==> src/hw/udp_pkg.sv <==
package udp_pkg;

    // stream and checksum data types
    typedef logic [7:0]  byte_t;
    typedef logic [15:0] word_t;
    typedef logic [31:0] sum_t;

    // field and header sizes in bytes
    localparam int ETH_ADDR_BYTES   = 6;
    localparam int ETH_TYPE_BYTES   = 2;
    localparam int IP_HEADER_BYTES  = 20;
    localparam int IP_ADDR_BYTES    = 4;
    localparam int UDP_HEADER_BYTES = 8;

    // protocol constants
    localparam logic [15:0] ETH_TYPE_IPV4     = 16'h0800;
    localparam logic [3:0]  IP_VERSION_4      = 4'd4;
    localparam logic [3:0]  IP_IHL_NO_OPTIONS = 4'd5;
    localparam logic [7:0]  IP_PROTO_UDP      = 8'h11;

    // payload buffer, pointers carry one extra bit for wrap
    localparam int BUF_DEPTH = 256;
    typedef logic [8:0] buf_addr_t;

    // cycles from frame_end to the verdict
    localparam int CSUM_LATENCY = 2;

    typedef enum logic [4:0] {
        idle,
        eth_skip,
        eth_type,
        ip_ver,
        ip_skip,
        ip_ttl,
        ip_proto,
        ip_csum_skip,
        ip_src,
        ip_dst,
        udp_src,
        udp_dst,
        udp_len,
        udp_csum,
        payload,
        drain
    } parse_state_t;

    typedef enum logic [1:0] {
        accumulate,
        fold,
        judge
    } csum_state_t;

endpackage
==> src/hw/udp_parser.sv <==
`timescale 1ns/1ps

module udp_parser (
    input  logic           clock,
    input  logic           reset,
    input  logic           in_sof,
    input  logic           in_eof,
    input  logic           in_empty,
    input  logic           out_full,
    input  udp_pkg::byte_t din,
    output logic           in_rd_en,
    output logic           out_wr_en,
    output logic           out_sof,
    output logic           out_eof,
    output udp_pkg::byte_t dout
);

    // parser to buffer
    logic           wr_en;
    udp_pkg::byte_t wr_data;
    logic           buf_full;

    // parser to checksum
    logic           frame_begin;
    logic           word_valid;
    udp_pkg::word_t word;
    logic           frame_end;
    udp_pkg::word_t csum_field;

    // checksum to buffer
    logic           verdict_valid;
    logic           verdict_ok;

    udp_header_parser i_parser (
        .clock       (clock),
        .reset       (reset),
        .din         (din),
        .in_sof      (in_sof),
        .in_eof      (in_eof),
        .in_empty    (in_empty),
        .in_rd_en    (in_rd_en),
        .buf_full    (buf_full),
        .wr_en       (wr_en),
        .wr_data     (wr_data),
        .frame_begin (frame_begin),
        .word_valid  (word_valid),
        .word        (word),
        .frame_end   (frame_end),
        .csum_field  (csum_field)
    );

    udp_checksum i_csum (
        .clock         (clock),
        .reset         (reset),
        .frame_begin   (frame_begin),
        .word_valid    (word_valid),
        .word          (word),
        .frame_end     (frame_end),
        .csum_field    (csum_field),
        .verdict_valid (verdict_valid),
        .verdict_ok    (verdict_ok)
    );

    payload_buffer i_buffer (
        .clock         (clock),
        .reset         (reset),
        .wr_en         (wr_en),
        .wr_data       (wr_data),
        .buf_full      (buf_full),
        .verdict_valid (verdict_valid),
        .verdict_ok    (verdict_ok),
        .out_full      (out_full),
        .out_wr_en     (out_wr_en),
        .dout          (dout),
        .out_sof       (out_sof),
        .out_eof       (out_eof)
    );

endmodule

==> src/hw/payload_buffer.sv <==
`timescale 1ns/1ps

module payload_buffer (
    input  logic           clock,
    input  logic           reset,
    input  logic           wr_en,
    input  udp_pkg::byte_t wr_data,
    output logic           buf_full,
    input  logic           verdict_valid,
    input  logic           verdict_ok,
    input  logic           out_full,
    output logic           out_wr_en,
    output udp_pkg::byte_t dout,
    output logic           out_sof,
    output logic           out_eof
);

    udp_pkg::byte_t                mem [udp_pkg::BUF_DEPTH];
    logic [udp_pkg::BUF_DEPTH-1:0] eof_flag;
    udp_pkg::buf_addr_t            wr_ptr;
    udp_pkg::buf_addr_t            cm_ptr;
    udp_pkg::buf_addr_t            rd_ptr;
    logic [7:0]                    last_idx;
    logic                          frame_open;
    logic                          committed;
    logic                          first;

    // full counts uncommitted bytes too, they still hold a slot
    assign buf_full   = (wr_ptr - rd_ptr) == udp_pkg::buf_addr_t'(udp_pkg::BUF_DEPTH);
    assign last_idx   = wr_ptr[7:0] - 8'd1;
    assign frame_open = (wr_ptr != cm_ptr);
    assign committed  = (rd_ptr != cm_ptr);

    assign out_wr_en = committed && !out_full;
    assign dout      = mem[rd_ptr[7:0]];
    assign out_sof   = out_wr_en && first;
    assign out_eof   = out_wr_en && eof_flag[rd_ptr[7:0]];

    always_ff @(posedge clock) begin
        if (wr_en) begin
            mem[wr_ptr[7:0]]      <= wr_data;
            eof_flag[wr_ptr[7:0]] <= 1'b0;
        end
        // mark the last byte of a frame that passed
        if (verdict_valid && verdict_ok && frame_open) begin
            eof_flag[last_idx] <= 1'b1;
        end
    end

    always_ff @(posedge clock or posedge reset) begin
        if (reset) begin
            wr_ptr <= '0;
            cm_ptr <= '0;
        end else begin
            if (wr_en) begin
                wr_ptr <= wr_ptr + 9'd1;
            end
            if (verdict_valid) begin
                if (verdict_ok) begin
                    cm_ptr <= wr_ptr;
                end else begin
                    // rewind, the failed frame never becomes visible
                    wr_ptr <= cm_ptr;
                end
            end
        end
    end

    always_ff @(posedge clock or posedge reset) begin
        if (reset) begin
            rd_ptr <= '0;
            first  <= 1'b1;
        end else if (out_wr_en) begin
            rd_ptr <= rd_ptr + 9'd1;
            first  <= eof_flag[rd_ptr[7:0]];
        end
    end

endmodule

==> src/hw/udp_header_parser.sv <==
`timescale 1ns/1ps

module udp_header_parser (
    input  logic          clock,
    input  logic          reset,
    input  udp_pkg::byte_t din,
    input  logic          in_sof,
    input  logic          in_eof,
    input  logic          in_empty,
    output logic          in_rd_en,
    input  logic          buf_full,
    output logic          wr_en,
    output udp_pkg::byte_t wr_data,
    output logic          frame_begin,
    output logic          word_valid,
    output udp_pkg::word_t word,
    output logic          frame_end,
    output udp_pkg::word_t csum_field
);

    udp_pkg::parse_state_t state;
    logic [3:0]            cnt;
    udp_pkg::byte_t        hold;
    udp_pkg::word_t        src_port;
    udp_pkg::word_t        dst_port;
    udp_pkg::word_t        udp_len;
    udp_pkg::word_t        pay_cnt;
    udp_pkg::word_t        pay_len;
    udp_pkg::word_t        len_in;
    logic                  len_ok;
    logic                  len_pending;
    logic                  last_word;

    // current byte paired with the one before it
    assign len_in  = {hold, din};
    // a udp length below 8 wraps and fails this too
    assign len_ok  = (len_in - udp_pkg::word_t'(udp_pkg::UDP_HEADER_BYTES))
                     <= udp_pkg::word_t'(udp_pkg::BUF_DEPTH);
    assign pay_len = udp_len - udp_pkg::word_t'(udp_pkg::UDP_HEADER_BYTES);
    assign wr_data = din;

    always_comb begin
        in_rd_en = 1'b0;
        wr_en    = 1'b0;
        case (state)
            udp_pkg::payload: begin
                // the repeated length word takes one cycle without a read
                if (!len_pending && !in_empty && !buf_full) begin
                    in_rd_en = 1'b1;
                    wr_en    = 1'b1;
                end
            end
            default: begin
                in_rd_en = !in_empty;
            end
        endcase
    end

    always_ff @(posedge clock or posedge reset) begin
        if (reset) begin
            state       <= udp_pkg::idle;
            cnt         <= '0;
            hold        <= '0;
            src_port    <= '0;
            dst_port    <= '0;
            udp_len     <= '0;
            pay_cnt     <= '0;
            len_pending <= 1'b0;
            last_word   <= 1'b0;
            frame_begin <= 1'b0;
            word_valid  <= 1'b0;
            word        <= '0;
            frame_end   <= 1'b0;
            csum_field  <= '0;
        end else begin
            frame_begin <= 1'b0;
            word_valid  <= 1'b0;
            last_word   <= 1'b0;
            // frame_end follows the last word by one cycle
            frame_end   <= last_word;
            if (in_rd_en) begin
                cnt  <= cnt + 4'd1;
                hold <= din;
            end
            case (state)
                udp_pkg::idle: begin
                    cnt <= '0;
                    if (in_rd_en && in_sof) begin
                        state <= udp_pkg::eth_skip;
                        cnt   <= 4'd1;
                    end
                end
                udp_pkg::eth_skip: begin
                    if (in_rd_en && cnt == 4'(2 * udp_pkg::ETH_ADDR_BYTES - 1)) begin
                        state <= udp_pkg::eth_type;
                        cnt   <= '0;
                    end
                end
                udp_pkg::eth_type: begin
                    if (in_rd_en && cnt == 4'(udp_pkg::ETH_TYPE_BYTES - 1)) begin
                        state <= (len_in == udp_pkg::ETH_TYPE_IPV4) ?
                                 udp_pkg::ip_ver : udp_pkg::drain;
                        cnt   <= '0;
                    end
                end
                udp_pkg::ip_ver: begin
                    if (in_rd_en) begin
                        state <= (din[7:4] == udp_pkg::IP_VERSION_4 &&
                                  din[3:0] == udp_pkg::IP_IHL_NO_OPTIONS) ?
                                 udp_pkg::ip_skip : udp_pkg::drain;
                        cnt   <= '0;
                    end
                end
                udp_pkg::ip_skip: begin
                    // tos, total length, id and flags
                    if (in_rd_en &&
                        cnt == 4'(udp_pkg::IP_HEADER_BYTES - 2 * udp_pkg::IP_ADDR_BYTES - 6)) begin
                        state <= udp_pkg::ip_ttl;
                        cnt   <= '0;
                    end
                end
                udp_pkg::ip_ttl: begin
                    if (in_rd_en) begin
                        state <= (din != 8'h00) ? udp_pkg::ip_proto : udp_pkg::drain;
                        cnt   <= '0;
                    end
                end
                udp_pkg::ip_proto: begin
                    if (in_rd_en) begin
                        state <= (din == udp_pkg::IP_PROTO_UDP) ?
                                 udp_pkg::ip_csum_skip : udp_pkg::drain;
                        cnt   <= '0;
                    end
                end
                udp_pkg::ip_csum_skip: begin
                    if (in_rd_en && cnt == 4'd1) begin
                        state <= udp_pkg::ip_src;
                        cnt   <= '0;
                    end
                end
                udp_pkg::ip_src: begin
                    if (in_rd_en && cnt[0]) begin
                        word_valid  <= 1'b1;
                        word        <= len_in;
                        frame_begin <= (cnt == 4'd1);
                        if (cnt == 4'(udp_pkg::IP_ADDR_BYTES - 1)) begin
                            state <= udp_pkg::ip_dst;
                            cnt   <= '0;
                        end
                    end
                end
                udp_pkg::ip_dst: begin
                    if (in_rd_en && cnt[0]) begin
                        word_valid <= 1'b1;
                        word       <= len_in;
                        if (cnt == 4'(udp_pkg::IP_ADDR_BYTES - 1)) begin
                            state <= udp_pkg::udp_src;
                            cnt   <= '0;
                        end
                    end
                end
                udp_pkg::udp_src: begin
                    if (in_rd_en && cnt == 4'd1) begin
                        src_port   <= len_in;
                        // protocol word of the pseudo header
                        word_valid <= 1'b1;
                        word       <= {8'h00, udp_pkg::IP_PROTO_UDP};
                        state      <= udp_pkg::udp_dst;
                        cnt        <= '0;
                    end
                end
                udp_pkg::udp_dst: begin
                    if (in_rd_en && cnt == 4'd1) begin
                        dst_port <= len_in;
                        state    <= udp_pkg::udp_len;
                        cnt      <= '0;
                    end
                end
                udp_pkg::udp_len: begin
                    if (in_rd_en && cnt == 4'd1) begin
                        udp_len    <= len_in;
                        word_valid <= 1'b1;
                        word       <= len_in;
                        state      <= len_ok ? udp_pkg::udp_csum : udp_pkg::drain;
                        cnt        <= '0;
                    end
                end
                udp_pkg::udp_csum: begin
                    if (in_rd_en) begin
                        word_valid <= 1'b1;
                        word       <= cnt[0] ? dst_port : src_port;
                        if (cnt == 4'd1) begin
                            csum_field  <= len_in;
                            len_pending <= 1'b1;
                            pay_cnt     <= '0;
                            state       <= udp_pkg::payload;
                            cnt         <= '0;
                        end
                    end
                end
                udp_pkg::payload: begin
                    if (len_pending) begin
                        len_pending <= 1'b0;
                        word_valid  <= 1'b1;
                        word        <= udp_len;
                        if (pay_len == '0) begin
                            last_word <= 1'b1;
                            state     <= udp_pkg::drain;
                        end
                    end else if (in_rd_en) begin
                        pay_cnt <= pay_cnt + 16'd1;
                        if (pay_cnt[0]) begin
                            word_valid <= 1'b1;
                            word       <= len_in;
                        end
                        if (pay_cnt + 16'd1 == pay_len || in_eof) begin
                            last_word <= 1'b1;
                            state     <= udp_pkg::drain;
                            // odd last byte gets a zero low byte
                            if (!pay_cnt[0]) begin
                                word_valid <= 1'b1;
                                word       <= {din, 8'h00};
                            end
                        end
                    end
                end
                udp_pkg::drain: begin
                    // bytes are thrown away until in_eof
                end
                default: begin
                    state <= udp_pkg::idle;
                end
            endcase
            // in_eof always closes the frame, truncated headers are dropped
            if (in_rd_en && in_eof) begin
                state <= udp_pkg::idle;
                cnt   <= '0;
            end
        end
    end

endmodule

==> src/hw/udp_checksum.sv <==
`timescale 1ns/1ps

module udp_checksum (
    input  logic           clock,
    input  logic           reset,
    input  logic           frame_begin,
    input  logic           word_valid,
    input  udp_pkg::word_t word,
    input  logic           frame_end,
    input  udp_pkg::word_t csum_field,
    output logic           verdict_valid,
    output logic           verdict_ok
);

    udp_pkg::csum_state_t state;
    udp_pkg::sum_t        sum;
    udp_pkg::sum_t        fold_once;
    udp_pkg::sum_t        fold_twice;
    udp_pkg::word_t       csum_rx;
    logic [1:0]           fold_cnt;

    // two folds always clear the upper half of a 32-bit sum
    assign fold_once  = {16'h0000, sum[31:16]} + {16'h0000, sum[15:0]};
    assign fold_twice = {16'h0000, fold_once[31:16]} + {16'h0000, fold_once[15:0]};

    always_ff @(posedge clock or posedge reset) begin
        if (reset) begin
            state    <= udp_pkg::accumulate;
            sum      <= '0;
            csum_rx  <= '0;
            fold_cnt <= '0;
        end else begin
            case (state)
                udp_pkg::accumulate: begin
                    if (frame_begin) begin
                        sum <= {16'h0000, word};
                    end else if (word_valid) begin
                        sum <= sum + {16'h0000, word};
                    end
                    if (frame_end) begin
                        csum_rx  <= csum_field;
                        fold_cnt <= '0;
                        state    <= udp_pkg::fold;
                    end
                end
                udp_pkg::fold: begin
                    sum      <= fold_twice;
                    fold_cnt <= fold_cnt + 2'd1;
                    // the judge cycle takes the last slot of the latency
                    if (fold_cnt == 2'(udp_pkg::CSUM_LATENCY - 2)) begin
                        state <= udp_pkg::judge;
                    end
                end
                udp_pkg::judge: begin
                    state <= udp_pkg::accumulate;
                end
                default: begin
                    state <= udp_pkg::accumulate;
                end
            endcase
        end
    end

    assign verdict_valid = (state == udp_pkg::judge);
    assign verdict_ok    = (state == udp_pkg::judge) && (~sum[15:0] == csum_rx);

endmodule

==> config.mk <==
export PLATFORM = sky130hd
export DESIGN_NAME = udp_parser
export DESIGN_NICKNAME = d
export VERILOG_FILES = /design/src/hw/udp_pkg.sv /design/src/hw/udp_parser.sv /design/src/hw/payload_buffer.sv /design/src/hw/udp_header_parser.sv /design/src/hw/udp_checksum.sv
export SDC_FILE = /design/constraint.sdc
export NUM_CORES = 2
export LEC_CHECK = 0
export BUFFER_PORTS_ARGS = -buffer_cell sky130_fd_sc_hd__buf_4
export CAP_MARGIN = 10
export CORE_MARGIN = 1.5
export CORE_UTILIZATION = 25
export CTS_CLUSTER_DIAMETER = 30
export DETAILED_ROUTE_END_ITERATION = 7
export SLEW_MARGIN = 15
export SYNTH_ARGS = -nofsm -noshare
export SYNTH_HDL_FRONTEND = slang
export SYNTH_HIERARCHICAL = 1
export SYNTH_SLANG_ARGS = --single-unit
==> constraint.sdc <==
create_clock -name clock -period 13.1 [get_ports clock]
set_clock_uncertainty 0.1 [all_clocks]
set_input_delay 3.275 -clock clock [delete_from_list [all_inputs] [get_ports clock]]
set_output_delay 3.275 -clock clock [all_outputs]
set_load 0.02 [all_outputs]
==> flow_metrics.env <==
export IMPL_status="complete, no violations"
export IMPL_slowest_stage="dfrtp_4"
export IMPL_synthCells=6396
export IMPL_worst_r2r_setup_slack_ns=5.28
export IMPL_p_leak_nw=40.7
export IMPL_antenna_found_initial=13
export IMPL_chipWidth_microns=646
export IMPL_cts_htree_levels=5
export IMPL_tritoncts_num_buffers=422
export IMPL_timing_critical_path_from_type="register"
export IMPL_clkSlewWorstSetupHoldPaths_ns=0.05
export IMPL_design_power_total_mw=26.7
export IMPL_die_height_microns=646
export IMPL_postRouteAntennaNets=0
export IMPL_drt_iter0_markers=7365
export IMPL_detail_route_wirelength_mm=299
export IMPL_syn_avg_cell_area_sq_um=16.2
export IMPL_ys_ff_latch=2501
export IMPL_ir_worst_vdd_uv=150
export IMPL_num_nets_final=6593
export IMPL_final_worst_path_setup_slack_ns=2.92
export IMPL_layout_drive_gt1_share_pct=21.4
export IMPL_grt_pass1_vias=61988
export IMPL_cts_tree="built"
export IMPL_grt_first_pass_wirelength_mm=433
export IMPL_drt_pass1_iter_count=8
export IMPL_multiInputGateArea_sq_um=29500
export IMPL_largest_register_ff_count=2048
export IMPL_report_final_hold_viol_count=0
export IMPL_cap_violations=0
export IMPL_rsz0062_at_grt="no"
export IMPL_timing_critical_path_fanout_max=47
export IMPL_gp_routability_congestion=0.842
export IMPL_slew_headroom_pct=15.5
export IMPL_hp_class="register to register"
export IMPL_grt_overflow_total=0
export IMPL_finalCritPeriodShare_pct=77.7
export IMPL_timing_critical_path_required_ns=9.72
export IMPL_crit_end="dout[6]"
export IMPL_floorplan_core_area_sq_um=413000
export IMPL_design_portCount=26
export IMPL_grt_usage_pct=13.8
export IMPL_synth_top_cell_area_share_pct=59.4
export IMPL_start_util_pct=25.1
export IMPL_netlist_cell_type_count=106
export IMPL_routed_wire_length_per_instance_microns=24.2
export IMPL_syn_nets=6470
export IMPL_synth_async_reset_ratio_pct=7.88
export IMPL_floorplan_die_area_sq_um=418000
export IMPL_timing_setup_tns_ns=0
export IMPL_via_count_normalized_by_instance_count=5.02
export IMPL_insertion_delay_ns=0.94
export IMPL_ys_warnings_count=6
export IMPL_final_period_minus_worst_setup_slack_ns=10.18
export IMPL_fmaxAchievable_mhz=98.2
export IMPL_syn2layout_area_growth_pct=20.0
export IMPL_cell_mode_on_critical_path="buf_4"
export IMPL_cts_hold_repair_buffers=0
export IMPL_synthTopCellsByArea="edfxtp_1, mux4_2, dfxtp_1"
export IMPL_synth_area_leader_cell="edfxtp_1"
export IMPL_worst_ep_arrival_time_ns=6.81
export IMPL_setup_violations_final=0
export IMPL_detailed_place_hpwl_mm=178
export IMPL_slew_viol_final=0
export IMPL_critPathMaxStageDelay_ns=1.09
export IMPL_io_buffers=25
export IMPL_postCtsSetupBuffers=0
export IMPL_ff2ff_path_depth=19
export IMPL_crit_path_cell_trace="buf_4 -> buf_4 -> mux4_2 -> a2111oi_1 -> a31oi_1 -> o211ai_1 -> nand3_1 -> and4_1 -> buf_4"
export IMPL_grt_start_max_net_pins=205
export IMPL_worst_slew_pin_slew_ns=1.26
export IMPL_synth_enable_flop_cells=2048
export IMPL_clk_root_buffer_cell="clkbuf_16"
export IMPL_post_cts_resized=0
export IMPL_synthesis_area_sq_um=103000
export IMPL_area_sequential_sq_um=71600
export IMPL_cts_num_sinks=2501
export IMPL_pre_cts_ws_ns=3.81
export IMPL_synth_ff_type="edfxtp_1"
export IMPL_remaining_drc_errors=0
export IMPL_synth_yosys_seq_area_share_pct=69.1
export IMPL_timing_worst_setup_path_type="register to output pin"
export IMPL_ctsLongestPathBuffers=4
export IMPL_critical_path_reg2reg_startpoint="i_buffer/rd_ptr[2]"
export IMPL_final_fill_count=39999
export IMPL_cellPowerDensity_nw_per_um2=215
export IMPL_worstSetupStartpoint="i_buffer/rd_ptr[0]"
export IMPL_worstReg2RegEnd="i_buffer/mem[148][1]"
export IMPL_placementRows=236
export IMPL_setup_worst_path_end_class="output pin"
export IMPL_vias_after_detailed_routing=62066
## per-layer routing
| metal | share of wire [%] | up-vias | global-route usage [%] |
|---|---|---|---|
| met4 | 4.5 | 0 | 5.85 |
| met2 | 47 | 3400 | 22.3 |
| met3 | 9.8 | 811 | 2.90 |
| met5 | 0 | - | 0 |
| met1 | 39 | 32049 | 18.0 |
| li1 | - | 25806 | - |
## cell usage after synthesis, types with 25 or more instances
master and instances:
a211oi_1 30, a21oi_1 157, and3_1 25, buf_1 27, buf_2 54, buf_4 38, buf_6 50, clkbuf_1 275
dfrtp_1 196, dfxtp_1 256, edfxtp_1 2048, ha_1 58, inv_1 49, mux2_2 88, mux2i_1 334, mux4_2 457
nand2_1 221, nand2b_1 25, nand3_1 71, nor2_1 399, nor2b_1 32, nor3_1 98, o21ai_0 635, o21ai_1 25
o221ai_1 143, o22ai_1 102, xnor2_1 77, xor2_1 62
## where the power goes
group / internal (mW) / switching, mW / total, mW
Sequential: 8.68 / 0.210 / 8.89
Combinational: 2.44 / 4.01 / 6.44
Clock: 7.44 / 3.91 / 11.4
Total: 18.6 / 8.13 / 26.7
## worst max-delay path, delay by kind of cell, from the launching register on
family                 cells  cell delay (ns)
flip-flops                 1             1.09
buffers and inverters      3             1.86
AND/OR/NAND/NOR            2             0.92
AO/OA/AOI/OAI              3             1.25
multiplexers               1             0.59
## stage by stage
stage	utilization [%]	hold WS [ns]	cells	cell area, sq um
CTS	30.1	0.256	12346	124000
floorplan	-	0.231	6396	103000
global route	30.1	0.273	12347	124000
detailed placement	26.5	0.249	11568	109000
global placement	26.5	0.242	11568	109000
finish	30.1	0.250	12355	124000
## placed cells by master, fill, tap and decap left out, drive strengths merged, types with 135 or more instances in the layout
master / count
o221ai: 143
mux2i: 334
buf: 147
o21ai: 662
dfrtp: 196
dfxtp: 256
nand2: 221
a21oi: 157
edfxtp: 2048
mux4: 459
clkbuf: 489
clkinv: 135
nor2: 402
## how the worst min path moves through the flow
| stage | slack (ns) | start | depth (start not counted) | endpoint |
|---|---|---|---|---|
| 4_1_cts | 0.26 | i_parser/last_word | 0 | i_parser/frame_end |
| 2_1_floorplan | 0.23 | i_parser/last_word | 0 | i_parser/frame_end |
| 6_report | 0.25 | i_parser/last_word | 0 | i_parser/frame_end |
| 5_1_grt | 0.27 | i_parser/last_word | 0 | i_parser/frame_end |
| 3_3_place_gp | 0.24 | i_parser/last_word | 0 | i_parser/frame_end |
| 3_5_place_dp | 0.25 | i_parser/last_word | 0 | i_parser/frame_end |
## cells by family after synthesis
group                    Yosys count  synth area share, %
AO/OA/AOI/OAI                   1301                 7.70
XOR/XNOR                         142                 1.23
adder cells (fa/ha/maj)           60                0.740
buffers and inverters            502                 2.44
flip-flops                      2501                 69.1
multiplexers                     883                 14.2
AND/OR/NAND/NOR                 1007                 4.53
## final cells by class
| type | count | area share, % |
|---|---|---|
| multi-input cells | 3393 | 23.8 |
| well taps | 5474 | 5.51 |
| inverters | 54 | 0.172 |
| diodes | 8 | 0.0161 |
| repair buffers | 147 | 0.987 |
| flip-flops and latches | 2501 | 57.6 |
| clock inverters | 289 | 2.97 |
| clock buffers | 489 | 8.94 |
Note: power is estimated with default switching activity, not from simulation.
